$ cat config.mk
export PLATFORM = sky130hd
export DESIGN_NAME = e31x_board_glue
export DESIGN_NICKNAME = d
export VERILOG_FILES = /design/src/e31x_glue_pkg.sv /design/src/ref_status_if.sv /design/src/e31x_board_ctrl.sv /design/src/e31x_board_glue.sv /design/src/e31x_button_irq.sv /design/src/e31x_fe_switch.sv /design/src/e31x_ref_sync.sv
export VERILOG_INCLUDE_DIRS = /design/src
export SDC_FILE = /design/constraint.sdc
export NUM_CORES = 1
export LEC_CHECK = 0
export BUFFER_PORTS_ARGS = -buffer_cell sky130_fd_sc_hd__buf_2
export CAP_MARGIN = 25
export CORE_MARGIN = 1.5
export CORE_UTILIZATION = 37
export DETAILED_ROUTE_END_ITERATION = 7
export GPL_TIMING_DRIVEN = 1
export PLACE_DENSITY = 0.92
export SETUP_SLACK_MARGIN = 0.02
export SYNTH_ARGS = -nofsm -noshare
export SYNTH_HDL_FRONTEND = slang
export SYNTH_SLANG_ARGS = --single-unit
$ cat constraint.sdc
create_clock -name bus_clk -period 2.7 [get_ports bus_clk]
set_input_delay 0.54 -clock bus_clk [delete_from_list [all_inputs] [get_ports bus_clk]]
set_output_delay 0.54 -clock bus_clk [all_outputs]
set_load 0.01 [all_outputs]
$ cat src/e31x_glue_config.svh
/* Fixed board widths, synchroniser depths and interrupt stretch length.
   Included by every glue module and by the testbench. */
`ifndef E31X_GLUE_CONFIG_SVH
`define E31X_GLUE_CONFIG_SVH

// Register port data width
`define E31X_REG_DWIDTH 32

// One front-end GPIO word per RF path
`define E31X_FE_GPIO_WIDTH 16

// Fabric to processor interrupt vector
`define E31X_IRQ_WIDTH 16

// Flop stages for reference status and PLL lock bits
`define E31X_SYNC_STAGES 2

// Flop stages on the GPS PPS path
`define E31X_PPS_STAGES 3

// Button interrupt stretch, in bus_clk cycles
`define E31X_STRETCH_LEN 8

`endif

$ cat src/e31x_glue_pkg.sv
/* Register map, status and interrupt bit positions and front-end GPIO fields.
   Referenced by scoped name from the control, switch and test code. */
package e31x_glue_pkg;

  //////////////////////////////////////////////////
  // Register addresses
  //////////////////////////////////////////////////
  localparam int reg_addr_ctrl   = 0;
  localparam int reg_addr_status = 1;

  // Control register fields
  localparam int ctrl_bit_mimo      = 0;
  localparam int ctrl_bit_codec_rst = 1;

  //////////////////////////////////////////////////
  // Status word fields
  //////////////////////////////////////////////////
  // 4-bit reference field {pll lock, 10 MHz, PPS, ref locked}
  localparam int status_tcxo_lsb    = 10;
  localparam int status_tx_lock_bit = 9;
  localparam int status_rx_lock_bit = 8;

  // Interrupt vector positions
  // Bit 3 and all other lines tied to zero
  localparam int irq_bit_press   = 1;
  localparam int irq_bit_release = 2;

  //////////////////////////////////////////////////
  // Front-end GPIO word fields, same for both paths
  //////////////////////////////////////////////////
  localparam int fe_rx_v1_bit   = 15;
  localparam int fe_rx_v2_bit   = 14;
  localparam int fe_txrx_v1_bit = 13;
  localparam int fe_txrx_v2_bit = 12;

  // Low end of the 3-bit TX band field
  localparam int fe_tx_bandsel_lsb = 0;

endpackage

$ cat src/ref_status_if.sv
/* Synchronised reference, lock and PPS levels from the synchroniser block
   to the control block. Plain levels, no handshake. */
`timescale 1ns/1ps

interface ref_status_if;

  // {pll lock, 10 MHz present, PPS present, ref locked}
  logic [3:0] tcxo_status;
  // Codec PLL locks
  logic       tx_lock;
  logic       rx_lock;
  // Resynchronised GPS PPS
  logic       pps_sync;

  // Synchroniser side
  modport src (output tcxo_status, output tx_lock, output rx_lock, output pps_sync);
  // Control block side
  modport dst (input tcxo_status, input tx_lock, input rx_lock, input pps_sync);

endinterface

$ cat src/e31x_board_ctrl.sv
/* Daughterboard control and status registers, interrupt vector packing and
   the codec reset pin. Register port is plain strobe, address and data. */
`timescale 1ns/1ps
`include "e31x_glue_config.svh"

module e31x_board_ctrl (
  input  logic                        bus_clk,
  input  logic                        bus_rst,
  input  logic                        reg_wr_stb,
  input  logic                        reg_addr,
  input  logic [`E31X_REG_DWIDTH-1:0] reg_wdata,
  input  logic                        press_irq,
  input  logic                        release_irq,
  ref_status_if.dst                   status,
  output logic [`E31X_REG_DWIDTH-1:0] reg_rdata,
  output logic [`E31X_IRQ_WIDTH-1:0]  irq_f2p,
  output logic                        mimo,
  output logic                        codec_reset_n,
  output logic                        pps_gpio
);

  // MIMO and codec reset control bits
  logic [1:0]                  ctrl_reg;
  logic [`E31X_REG_DWIDTH-1:0] status_word;

  //////////////////////////////////////////////////
  // Control register
  //////////////////////////////////////////////////
  always_ff @(posedge bus_clk) begin
    if (bus_rst) begin
      ctrl_reg <= 2'b00;
    end else if (reg_wr_stb && (reg_addr == 1'(e31x_glue_pkg::reg_addr_ctrl))) begin
      ctrl_reg <= reg_wdata[1:0];
    end
  end

  assign mimo = ctrl_reg[e31x_glue_pkg::ctrl_bit_mimo];

  // Codec pin is active low
  // Held in reset by bus reset or by software
  assign codec_reset_n = !(bus_rst || ctrl_reg[e31x_glue_pkg::ctrl_bit_codec_rst]);

  //////////////////////////////////////////////////
  // Status word and readback
  //////////////////////////////////////////////////
  always_comb begin
    status_word = '0;
    status_word[e31x_glue_pkg::status_tcxo_lsb +: 4]      = status.tcxo_status;
    status_word[e31x_glue_pkg::status_tx_lock_bit]        = status.tx_lock;
    status_word[e31x_glue_pkg::status_rx_lock_bit]        = status.rx_lock;
  end

  // Address decode, status address is read-only
  assign reg_rdata = (reg_addr == 1'(e31x_glue_pkg::reg_addr_status)) ?
                     status_word : {{(`E31X_REG_DWIDTH-2){1'b0}}, ctrl_reg};

  // PPS straight out to the processor GPIO
  assign pps_gpio = status.pps_sync;

  //////////////////////////////////////////////////
  // Interrupt vector
  //////////////////////////////////////////////////
  always_comb begin
    irq_f2p = '0;
    irq_f2p[e31x_glue_pkg::irq_bit_press]   = press_irq;
    irq_f2p[e31x_glue_pkg::irq_bit_release] = release_irq;
  end

  // Unowned vector lines, bit 3 included, stay quiet
  a_irq_unused_zero: assert property (
    @(posedge bus_clk) disable iff (bus_rst)
    $countones(irq_f2p) == $countones({press_irq, release_irq})
  ) else $error("interrupt raised outside press and release bits");

endmodule

$ cat src/e31x_board_glue.sv
/* Top level of the bus_clk board glue with plain ports. Connects the status
   synchroniser, button interrupts, antenna switch decode and control block. */
`timescale 1ns/1ps
`include "e31x_glue_config.svh"

module e31x_board_glue (
  input  logic                           bus_clk,
  input  logic                           bus_rst,
  input  logic                           onswitch_n,
  input  logic                           gps_pps,
  input  logic [3:0]                     ref_status_in,
  input  logic [1:0]                     pll_lock_in,
  input  logic [`E31X_FE_GPIO_WIDTH-1:0] fe_gpio_path1,
  input  logic [`E31X_FE_GPIO_WIDTH-1:0] fe_gpio_path2,
  input  logic                           reg_wr_stb,
  input  logic                           reg_addr,
  input  logic [`E31X_REG_DWIDTH-1:0]    reg_wdata,
  output logic [`E31X_REG_DWIDTH-1:0]    reg_rdata,
  output logic [`E31X_IRQ_WIDTH-1:0]     irq_f2p,
  output logic                           pps_gpio,
  output logic                           mimo,
  output logic                           codec_reset_n,
  output logic                           vctx1_v1,
  output logic                           vctx1_v2,
  output logic                           vcrx1_v1,
  output logic                           vcrx1_v2,
  output logic                           vctx2_v1,
  output logic                           vctx2_v2,
  output logic                           vcrx2_v1,
  output logic                           vcrx2_v2,
  output logic [2:0]                     tx_bandsel
);

  // Stretched button interrupts
  logic press_irq;
  logic release_irq;

  // Synchronised status bundle
  ref_status_if status_bus ();

  //////////////////////////////////////////////////
  // Instances
  //////////////////////////////////////////////////
  e31x_ref_sync ref_sync0 (
    .bus_clk       (bus_clk),
    .bus_rst       (bus_rst),
    .ref_status_in (ref_status_in),
    .pll_lock_in   (pll_lock_in),
    .gps_pps       (gps_pps),
    .status        (status_bus.src)
  );

  e31x_button_irq button_irq0 (
    .bus_clk     (bus_clk),
    .bus_rst     (bus_rst),
    .onswitch_n  (onswitch_n),
    .press_irq   (press_irq),
    .release_irq (release_irq)
  );

  // No clock, table decode only
  e31x_fe_switch fe_switch0 (
    .fe_gpio_path1 (fe_gpio_path1),
    .fe_gpio_path2 (fe_gpio_path2),
    .vctx1_v1      (vctx1_v1),
    .vctx1_v2      (vctx1_v2),
    .vcrx1_v1      (vcrx1_v1),
    .vcrx1_v2      (vcrx1_v2),
    .vctx2_v1      (vctx2_v1),
    .vctx2_v2      (vctx2_v2),
    .vcrx2_v1      (vcrx2_v1),
    .vcrx2_v2      (vcrx2_v2),
    .tx_bandsel    (tx_bandsel)
  );

  e31x_board_ctrl board_ctrl0 (
    .bus_clk       (bus_clk),
    .bus_rst       (bus_rst),
    .reg_wr_stb    (reg_wr_stb),
    .reg_addr      (reg_addr),
    .reg_wdata     (reg_wdata),
    .press_irq     (press_irq),
    .release_irq   (release_irq),
    .status        (status_bus.dst),
    .reg_rdata     (reg_rdata),
    .irq_f2p       (irq_f2p),
    .mimo          (mimo),
    .codec_reset_n (codec_reset_n),
    .pps_gpio      (pps_gpio)
  );

endmodule

$ cat src/e31x_button_irq.sv
/* Power-button edge detection with stretched press and release pulses.
   The outputs feed the interrupt vector in the control block. */
`timescale 1ns/1ps
`include "e31x_glue_config.svh"

module e31x_button_irq (
  input  logic bus_clk,
  input  logic bus_rst,
  // Debounced button, low while pressed
  input  logic onswitch_n,
  output logic press_irq,
  output logic release_irq
);

  // Last two samples, newest in bit 0
  logic [1:0] btn_hist;
  logic       press_det;
  logic       release_det;
  logic [`E31X_STRETCH_LEN-1:0] press_sr;
  logic [`E31X_STRETCH_LEN-1:0] release_sr;

  always_ff @(posedge bus_clk) begin
    if (bus_rst) begin
      btn_hist <= 2'b00;
    end else begin
      btn_hist <= {btn_hist[0], onswitch_n};
    end
  end

  // Edge needs two stable samples before the change
  // Return edge of a single-sample glitch never qualifies
  assign press_det   = !onswitch_n && btn_hist[0] && btn_hist[1];
  assign release_det = onswitch_n && !btn_hist[0] && !btn_hist[1];

  //////////////////////////////////////////////////
  // Pulse stretch so the processor cannot miss it
  //////////////////////////////////////////////////
  always_ff @(posedge bus_clk) begin
    if (bus_rst) begin
      press_sr   <= '0;
      release_sr <= '0;
    end else begin
      press_sr   <= {press_sr[`E31X_STRETCH_LEN-2:0], press_det};
      release_sr <= {release_sr[`E31X_STRETCH_LEN-2:0], release_det};
    end
  end

  // Repeated detections extend the pulse
  assign press_irq   = |press_sr;
  assign release_irq = |release_sr;

  // No detection on the sample right after another one
  // So one edge starts at most one of the two stretches
  a_single_stretch: assert property (
    @(posedge bus_clk) disable iff (bus_rst)
    (press_det || release_det) |=> !(press_det || release_det)
  ) else $error("button edges detected on adjacent samples");

endmodule

$ cat src/e31x_fe_switch.sv
/* Antenna switch decode for both RF paths and the shared TX band select.
   Purely combinational from the two front-end GPIO words. */
`timescale 1ns/1ps
`include "e31x_glue_config.svh"

module e31x_fe_switch (
  input  logic [`E31X_FE_GPIO_WIDTH-1:0] fe_gpio_path1,
  input  logic [`E31X_FE_GPIO_WIDTH-1:0] fe_gpio_path2,
  output logic                           vctx1_v1,
  output logic                           vctx1_v2,
  output logic                           vcrx1_v1,
  output logic                           vcrx1_v2,
  output logic                           vctx2_v1,
  output logic                           vctx2_v2,
  output logic                           vcrx2_v1,
  output logic                           vcrx2_v2,
  output logic [2:0]                     tx_bandsel
);

  //////////////////////////////////////////////////
  // Decode tables
  //////////////////////////////////////////////////
  // TX/RX port goes to TX only with both bits set
  function automatic logic [1:0] tx_pair_sel(input logic txrx_v1, input logic txrx_v2);
    tx_pair_sel = (txrx_v1 && txrx_v2) ? 2'b10 : 2'b01;
  endfunction

  // RX port selected only on pattern V1 set, V2 clear
  function automatic logic [1:0] rx_pair_sel(input logic rx_v1, input logic rx_v2);
    rx_pair_sel = (rx_v1 && !rx_v2) ? 2'b10 : 2'b01;
  endfunction

  // Each path decodes only its own bits
  always_comb begin
    {vctx1_v1, vctx1_v2} = tx_pair_sel(fe_gpio_path1[e31x_glue_pkg::fe_txrx_v1_bit],
                                       fe_gpio_path1[e31x_glue_pkg::fe_txrx_v2_bit]);
    {vcrx1_v1, vcrx1_v2} = rx_pair_sel(fe_gpio_path1[e31x_glue_pkg::fe_rx_v1_bit],
                                       fe_gpio_path1[e31x_glue_pkg::fe_rx_v2_bit]);
    {vctx2_v1, vctx2_v2} = tx_pair_sel(fe_gpio_path2[e31x_glue_pkg::fe_txrx_v1_bit],
                                       fe_gpio_path2[e31x_glue_pkg::fe_txrx_v2_bit]);
    {vcrx2_v1, vcrx2_v2} = rx_pair_sel(fe_gpio_path2[e31x_glue_pkg::fe_rx_v1_bit],
                                       fe_gpio_path2[e31x_glue_pkg::fe_rx_v2_bit]);
  end

  //////////////////////////////////////////////////
  // Band select
  //////////////////////////////////////////////////
  // Both paths share one TX filter bank
  // OR lets either path set it alone
  assign tx_bandsel = fe_gpio_path1[e31x_glue_pkg::fe_tx_bandsel_lsb +: 3] |
                      fe_gpio_path2[e31x_glue_pkg::fe_tx_bandsel_lsb +: 3];

  // Switch pins are never both driven or both open
  always_comb begin
    a_pairs_onehot: assert #0 (
      $onehot({vctx1_v1, vctx1_v2}) && $onehot({vcrx1_v1, vcrx1_v2}) &&
      $onehot({vctx2_v1, vctx2_v2}) && $onehot({vcrx2_v1, vcrx2_v2})
    ) else $error("antenna switch pair not one-hot");
  end

endmodule

$ cat src/e31x_ref_sync.sv
/* Brings the asynchronous reference status, codec PLL locks and GPS PPS
   into the bus_clk domain and drives them onto the status interface. */
`timescale 1ns/1ps
`include "e31x_glue_config.svh"

module e31x_ref_sync (
  input  logic       bus_clk,
  input  logic       bus_rst,
  input  logic [3:0] ref_status_in,
  // Bit 1 TX lock, bit 0 RX lock
  input  logic [1:0] pll_lock_in,
  input  logic       gps_pps,
  ref_status_if.src  status
);

  //////////////////////////////////////////////////
  // Status and lock synchroniser
  //////////////////////////////////////////////////
  // Packed as {ref status, tx lock, rx lock}
  logic [5:0] st_sync [`E31X_SYNC_STAGES];

  // Plain flop chain, stage 0 samples the async pins
  always_ff @(posedge bus_clk) begin
    st_sync[0] <= {ref_status_in, pll_lock_in};
    for (int i = 1; i < `E31X_SYNC_STAGES; i++) begin
      st_sync[i] <= st_sync[i-1];
    end
  end

  // Last stage onto the interface
  assign status.tcxo_status = st_sync[`E31X_SYNC_STAGES-1][5:2];
  assign status.tx_lock     = st_sync[`E31X_SYNC_STAGES-1][1];
  assign status.rx_lock     = st_sync[`E31X_SYNC_STAGES-1][0];

  //////////////////////////////////////////////////
  // PPS shift
  //////////////////////////////////////////////////
  logic [`E31X_PPS_STAGES-1:0] pps_sr;

  always_ff @(posedge bus_clk) begin
    if (bus_rst) begin
      pps_sr <= '0;
    end else begin
      pps_sr <= {pps_sr[`E31X_PPS_STAGES-2:0], gps_pps};
    end
  end

  // Oldest sample goes out to the GPIO
  assign status.pps_sync = pps_sr[`E31X_PPS_STAGES-1];

  // No PPS edge reaches the processor out of reset
  a_pps_low_in_reset: assert property (
    @(posedge bus_clk) bus_rst |=> !status.pps_sync
  ) else $error("pps_sync high after a reset cycle");

endmodule

==> out/results.ini, run 1 <==
[final_layout]
largest_register_ffs=12
area_delta_synth_final_pct=14.23
top_register=ref_sync0.st_sync
reg_top3=ref_sync0.st_sync: 12 flops, button_irq0.press_sr: 8 flops, button_irq0.release_sr: 8 flops
drive_gt1_share_pct=32.80
antennaDiodeCount=0
fin_cells=232
final_util_pct=44.98
fin_nets=261

[power]
ir_drop_mv=0.4022
p_per_area_nw_per_um2=583.4
p_leak_uw=0.0008053

[grt]
grt_use_total_pct=11.40
grt_remaining_overflow=0
antenna_found_initial=0
grt_first_pass_wirelength_um=3353
grt_max_degree=25
grt_pass1_vias=810

[placement]
pre_cts_ws_ns=1.054
dp_hpwl_um=1615
gp_congestion=0.6515
placed_cells=224
port_buffers=51

[synth]
synth_warnings=0
synth-seq-area-share_pct=52.09
yosysTopAreaCell=dfxtp_1
synth_area_leaders=dfxtp_1 (52%), buf_4 (22%), nor2b_1 (10%)
synth_cells=133
yosysTopAreaCellShare_pct=52.09
syn_area_per_cell_um2=10.11
ys_ff_latch=35
synth_area_um2=1345
synth_cell_type_count=17

[worst_setup_path]
crit_buf_inv=1
cp_max_fo=2
crit_chain=nor4_1 -> nand2_1 -> buf_2
critPathArrivalTime_ns=1.18
critPathLaunchType=flop
end_kind=output port
cpLargestDelayFamily=simple AND/OR/NAND/NOR gates
critPathSlowestCell=dfxtp_1
crit_type=flop to output port
cp_slowest_stage_delay_ns=0.33
worstPathRequired_ns=2.16

[sta]
fin_skew_ns=0.003179
tns_ns=0
fin_crit_sh_pct=63.68
drv_slew=0
period_needed_ns=1.719
setup_viol=0
hold_slack_ns=0.3091
fin_ws_ns=0.9806
rsz0062_at_grt=false
fmax_mhz=581.6
hold_viol_final=0

[detailed_routing]
viasPerCell=3.728
drc=0
routedWlPerCell_um=8.948
firstDrtPassIters=2
drt-total-wl_um=2076
detail-route-antenna-nets=0
vias=865
drtIter0Drc=10

[clock_network]
path_clk_slew_ns=0.10
root_buffer=clkbuf_4
clock_sinks=35
cts_resized=0
cts_tree=yes
cts_hold_buf=0
clock_latency_ns=0.33
post_cts.repair.setup_buffers=0
clockBufferDepth=2
cts_max_level=2
cts_buffers=5

[die]
core-area_um2=3416
num_rows=21
dieArea_um2=4006
die_x_um=63.29
initial_utilization_pct=39.38
die_h_um=63.29
boundaryPins=138

[job]
max-cap-violations=0

[worst_hold_path]
hp-class=input port to flop

[run_status]
status=complete, no violations

==> Yosys cell counts <==
cell type,n
conb_1,1
or2_2,3
nor4_1,4
buf_4,40
nand2b_1,4
nand2_1,4
and3b_1,1
inv_1,4
buf_2,2
clkbuf_1,1
nor2b_1,22
nor3b_1,1
nand4bb_1,2
nor2_1,1
and2_1,6
o21ai_1,2
dfxtp_1,35
==> cells by family after synthesis <==
logic type / share of synthesized area, %
DFF: 52.09
and+or+nand+nor: 22.42
buffers and inverters: 24.46
other: 0.2788
AOI/OAI and AO/OA: 0.7442
==> final cells by class <==
type / count / area (µm²)
inverter: 4 / 15.01
clock buffer: 6 / 41.29
fill: 373 / 1879
multi-input combinational: 88 / 454.2
timing repair buffer: 51 / 255.2
tap: 46 / 57.56
sequential: 35 / 700.7
clock inverter: 2 / 12.51
==> metrics by stage <==
stage / area [µm²] / total power, µW
finish: 1536 / 896.5
global route: 1536 / 951.7
global placement: 1483 / 643.5
CTS: 1536 / 911.0
floorplan: 1484 / 648.3
detailed placement: 1483 / 645.8
==> placed cells by master, fill, tap and decap left out, drive strengths merged <==
master    instances
nand4bb           2
nand2b            4
or2               3
nor2b            22
clkinv            1
nor3b             1
buf              51
and3b             1
nor4              4
inv               4
clkinvlp          1
conb             38
nand2             4
and2              6
o21ai             2
nor2              1
dfxtp            35
clkbuf            6
==> power breakdown <==
group          internal, µW  switching [µW]  total [µW]
combinational          37.9            58.3        96.2
clock                   100             163         263
sequential              532            4.49         537
total                   671             226         896
==> path summary, 6_finish.rpt <==
| path | from | end | slack [ns] | depth (start not counted) |
|---|---|---|---|---|
| setup / recovery | button_irq0.release_sr[1] | irq_f2p[2] | 0.98 | 3 |
| hold / removal | ref_status_in[3] | ref_sync0.st_sync[0][5] | 0.31 | 1 |
| setup reg to reg | button_irq0.btn_hist[0] | button_irq0.press_sr[0] | 1.96 | 2 |
| hold reg to reg | ref_sync0.st_sync[0][0] | ref_sync0.st_sync[0][6] | 0.33 | 0 |
==> metal layers <==
| metal | share of wire (%) | GRT usage, % | wire length (µm) | vias to the layer above |
|---|---|---|---|---|
| met3 | 9.2 | 5.000 | 192 | 6 |
| met5 | 0 | 0 | 0 | - |
| met4 | 2.5 | 6.522 | 51 | 0 |
| li1 | - | - | - | 437 |
| met2 | 45 | 18.62 | 934 | 51 |
| met1 | 43 | 12.25 | 898 | 371 |
Note: power is estimated with default switching activity, not from simulation.
==> run 2, diff against run 1 <==
- CORE_UTILIZATION: 37 -> 31
- PLACE_DENSITY: 0.92 -> 0.83
- clock period: 2.7 -> 1.5 ns (I/O delays scaled with it)
==> out/results.ini, run 2 (synthesis results as in run 1) <==
[sta]
setup_viol=0
fin_crit_sh_pct=93.16
rsz0062_at_grt=true
fmax_mhz=715.6
fin_skew_ns=0.002631
tns_ns=0
drv_slew=0
hold_viol_final=0
period_needed_ns=1.397

[worst_setup_path]
critPathArrivalTime_ns=1.10
r2r_start=button_irq0.btn_hist[0]
worstPathRequired_ns=1.20
crit_buf_inv=1
critPathLaunchType=flop
reg2reg_slack_ns=0.77
cpLargestDelayFamily=simple AND/OR/NAND/NOR gates
crit_chain=nor4_2 -> nand2_1 -> buf_2
reg2reg_depth=2
end_kind=output port
rr_endpoint=button_irq0.press_sr[0]
crit_type=flop to output port
cp_slowest_stage_delay_ns=0.31
critPathSlowestCell=dfxtp_1
cp_max_fo=2

[final_layout]
antennaDiodeCount=0
top_register=ref_sync0.st_sync
fin_nets=262
largest_register_ffs=12
multi_input_area_um2=466.7
drive_gt1_share_pct=34.05
final_common_cell=buf_2
most-common-layout-cells=buf_2 (51), conb_1 (38), dfxtp_1 (35)
area_delta_synth_final_pct=17.77
final_area_um2=1584
fill_cells=431
ff_latch_area_um2=700.7
reg_top3=ref_sync0.st_sync: 12 flops, button_irq0.press_sr: 8 flops, button_irq0.release_sr: 8 flops

[worst_hold_path]
holdPathEnd=ref_sync0.st_sync[0][4]
hp-class=input port to flop
min_path_cells=1
hold_start=ref_status_in[2]

[detailed_routing]
viasPerCell=3.732
drt-total-wl_um=1892
drc=0
detail-route-antenna-nets=0
routedWlPerCell_um=8.051
drtIter0Drc=31
firstDrtPassIters=2
vias=877

[die]
initial_utilization_pct=32.91
num_rows=23
die_x_um=68.87
dieArea_um2=4743
boundaryPins=138
core-area_um2=4086
die_h_um=68.87

[placement]
gp_congestion=0.6537
dp_hpwl_um=1473
place_area_um2=1495
port_buffers=51

[grt]
grt_pass1_vias=679
grt_first_pass_wirelength_um=2801
grt_max_degree=20
antenna_found_initial=0
grt_remaining_overflow=0
grt_use_total_pct=8.756

[clock_network]
cts_buffers=5
cts_tree=yes
post_cts.repair.setup_buffers=0
cts_max_level=2
path_clk_slew_ns=0.06
clockBufferDepth=2
clock_latency_ns=0.28
root_buffer=clkbuf_8
clock_sinks=35

[power]
p_per_area_nw_per_um2=1095
ir_drop_mv=0.6751
p_leak_uw=0.0008210

[job]
max-cap-violations=0

[run_status]
status=complete, no violations

-- run 2: final cells by class --
type,count,area share (%)
inverter,4,0.9479
multi-input combinational,88,29.46
timing repair buffer,52,16.59
clock inverter,1,0.4739
clock buffer,5,4.344
tap,50,3.949
sequential,35,44.23
-- run 2: per-layer routing --
layer  wire (µm)  GRT usage, %  up-vias
met3         277         5.195        6
met4          52         6.618        0
met2         835         13.58       62
met5           0             0        -
met1         726         8.509      370
li1            -             -      439
-- run 2: power breakdown --
group	internal, µW	switching [µW]
sequential	959	9.03
clock	307	288
combinational	70.2	102
-- run 2: what timing repair did --
item	CTS	global route
hold buffers	0	0
setup endpoints to repair	0	2
gates resized for setup	0	2
-- run 2: how the worst max path moves through the flow --
| stage | endpoint | depth (start not counted) | slack (ns) | from |
|---|---|---|---|---|
| 2_1_floorplan | irq_f2p[1] | 3 | 0.46 | button_irq0.press_sr[1] |
| 3_3_place_gp | irq_f2p[1] | 3 | 0.36 | button_irq0.press_sr[1] |
| 3_5_place_dp | irq_f2p[2] | 3 | 0.36 | button_irq0.release_sr[5] |
| 4_1_cts | irq_f2p[2] | 3 | 0.05 | button_irq0.release_sr[5] |
| 5_1_grt | irq_f2p[1] | 3 | 0.002 | button_irq0.press_sr[1] |
| 6_report | irq_f2p[2] | 3 | 0.10 | button_irq0.release_sr[5] |
-- run 2: stage by stage --
stage                     power (µW)  util (%)  setup slack, ns  hold WS (ns)  instances
after floorplan                 1167         -           0.4576        0.3096        170
final                           1735     38.76           0.1026        0.1194        235
after CTS                       1772     38.46          0.04504        0.1091        235
after detailed placement        1161     36.59           0.3590        0.3143        229
after global routing            1845     38.76         0.001669        0.1021        235
after global placement          1158     36.59           0.3611        0.3102        229
==> run 3, diff against run 2 <==
--- a/config.mk
+++ b/config.mk
@@ -14,3 +14,3 @@
 export GPL_TIMING_DRIVEN = 1
-export PLACE_DENSITY = 0.83
+export PLACE_DENSITY = 0.75
 export SETUP_SLACK_MARGIN = 0.02
--- a/constraint.sdc
+++ b/constraint.sdc
@@ -3,2 +3,2 @@
 set_output_delay 0.3 -clock bus_clk [all_outputs]
-set_load 0.01 [all_outputs]
+set_load 0.02 [all_outputs]
==> out/results.ini, run 3 (synthesis results as in run 1) <==
[run_status]
status=complete, no violations

[final_layout]
fin_nets=262
final_common_cell=buf_2
drive_gt1_share_pct=35.29
top_register=ref_sync0.st_sync
most-common-layout-cells=buf_2 (50), conb_1 (38), dfxtp_1 (34)
area_delta_synth_final_pct=21.67
reg_top3=ref_sync0.st_sync: 12 flops, button_irq0.press_sr: 8 flops, button_irq0.release_sr: 8 flops
antennaDiodeCount=0
fill_cells=414
largest_register_ffs=12

[worst_setup_path]
critPathCapture=irq_f2p[1]
reg2reg_slack_ns=0.79
rr_endpoint=button_irq0.press_sr[0]
reg2reg_depth=2
cp_max_fo=2
critPathArrivalTime_ns=1.10
critPathLaunchType=flop
worstPathRequired_ns=1.20
end_kind=output port
crit_start=button_irq0.press_sr[2]
r2r_start=button_irq0.btn_hist[0]
crit_type=flop to output port

[clock_network]
clock_latency_ns=0.28
cts_tree=yes
cts_max_level=2
root_buffer=clkbuf_8
cts_hold_buf=0
path_clk_slew_ns=0.07
clock_sinks=35
cts_buffers=5
clockBufferDepth=2

[worst_hold_path]
hold_start=pll_lock_in[0]
hp-class=input port to flop

[detailed_routing]
drc=0
viasPerCell=3.608
vias=855
routedWlPerCell_um=7.519
drt-total-wl_um=1782
firstDrtPassIters=3
drtIter0Drc=16
detail-route-antenna-nets=0

[grt]
grt_first_pass_wirelength_um=2622
grt_use_total_pct=8.012
grt_pass1_vias=645
grt_remaining_overflow=0
antenna_found_initial=0
grt_max_degree=20

[power]
p_sw_uw=498.3
switching_share_pct=24.63
p_total_uw=2023
p_int_uw=1524
pwr-share-comb_pct=11.8
clkPwrFrac_pct=40.3
p_leak_uw=0.0008499
seq_power_share_pct=47.9
p_per_area_nw_per_um2=1236
ir_drop_mv=1.089

[sta]
tns_ns=0
fmax_mhz=712.1
drv_slew=0
period_needed_ns=1.404
hold_viol_final=0
setup_viol=0
fin_skew_ns=0.003128
rsz0062_at_grt=true
fin_crit_sh_pct=93.62

[die]
boundaryPins=138
num_rows=23
die_h_um=68.87
dieArea_um2=4743
die_x_um=68.87
initial_utilization_pct=32.91
core-area_um2=4086

[placement]
port_buffers=51
gp_congestion=0.6401
dp_hpwl_um=1397

[job]
max-cap-violations=0

[run 3: metrics by stage]
stage | instance area, µm² | util [%] | instances | hold slack [ns] | worst slack [ns]
after floorplan | 1484 | - | 170 | 0.3096 | 0.3939
after global placement | 1495 | 36.59 | 229 | 0.3102 | 0.3308
after detailed placement | 1495 | 36.59 | 229 | 0.3121 | 0.3380
after CTS | 1614 | 39.50 | 237 | 0.1045 | 0.04480
after global routing | 1637 | 40.05 | 237 | 0.1032 | 0.01540
final | 1637 | 40.05 | 237 | 0.1168 | 0.09571
[run 3: what timing repair did]
action,in CTS,in global routing
pin swaps,0,3
gates resized for setup,1,5
hold endpoints to repair,0,0
buffers inserted,0,0
setup endpoints to repair,1,2
[run 3: area by class of cell]
| type | count | area [µm²] | share of cell area, % |
|---|---|---|---|
| inverter | 4 | 15.01 | 0.9174 |
| tap | 50 | 62.56 | 3.823 |
| timing repair buffer | 52 | 269.0 | 16.44 |
| clock buffer | 5 | 68.82 | 4.205 |
| multi-input combinational | 88 | 475.5 | 29.05 |
| sequential | 35 | 701.9 | 42.89 |
| clock inverter | 3 | 43.79 | 2.676 |
[run 3: worst min path at each step]
| stage | cells after the start | slack [ns] | to |
|---|---|---|---|
| floorplan | 0 | 0.31 | ref_sync0.st_sync[0][10] |
| global placement | 0 | 0.31 | ref_sync0.st_sync[0][10] |
| detailed placement | 0 | 0.31 | ref_sync0.st_sync[0][8] |
| CTS | 1 | 0.10 | ref_sync0.st_sync[0][0] |
| global route | 1 | 0.10 | ref_sync0.st_sync[0][4] |
| finish | 1 | 0.12 | ref_sync0.st_sync[0][0] |
[run 3: layer usage]
metal  track usage, %  vias to the layer above  share of wire [%]
met5                0                        -                  0
met4            5.147                        0                2.1
met3            4.708                        5                 14
met2            11.90                       59                 43
met1            8.626                      355                 41
li1                 -                      436                  -
[run 3: power groups by stage]
stage                     logic, µW  clock network (µW)  registers, µW
after floorplan                 248                   0            988
final                           239                 816            968
after detailed placement        238                   0            989
after CTS                       238                 848            968
after global placement          236                   0            988
after global routing            268                 892            971
[run 3: worst max-delay path, stage by stage, from the launching register on]
cell and delay (ns):
dfxtp_2 0.33, nor4_4 0.26, nand2_1 0.09, buf_6 0.14
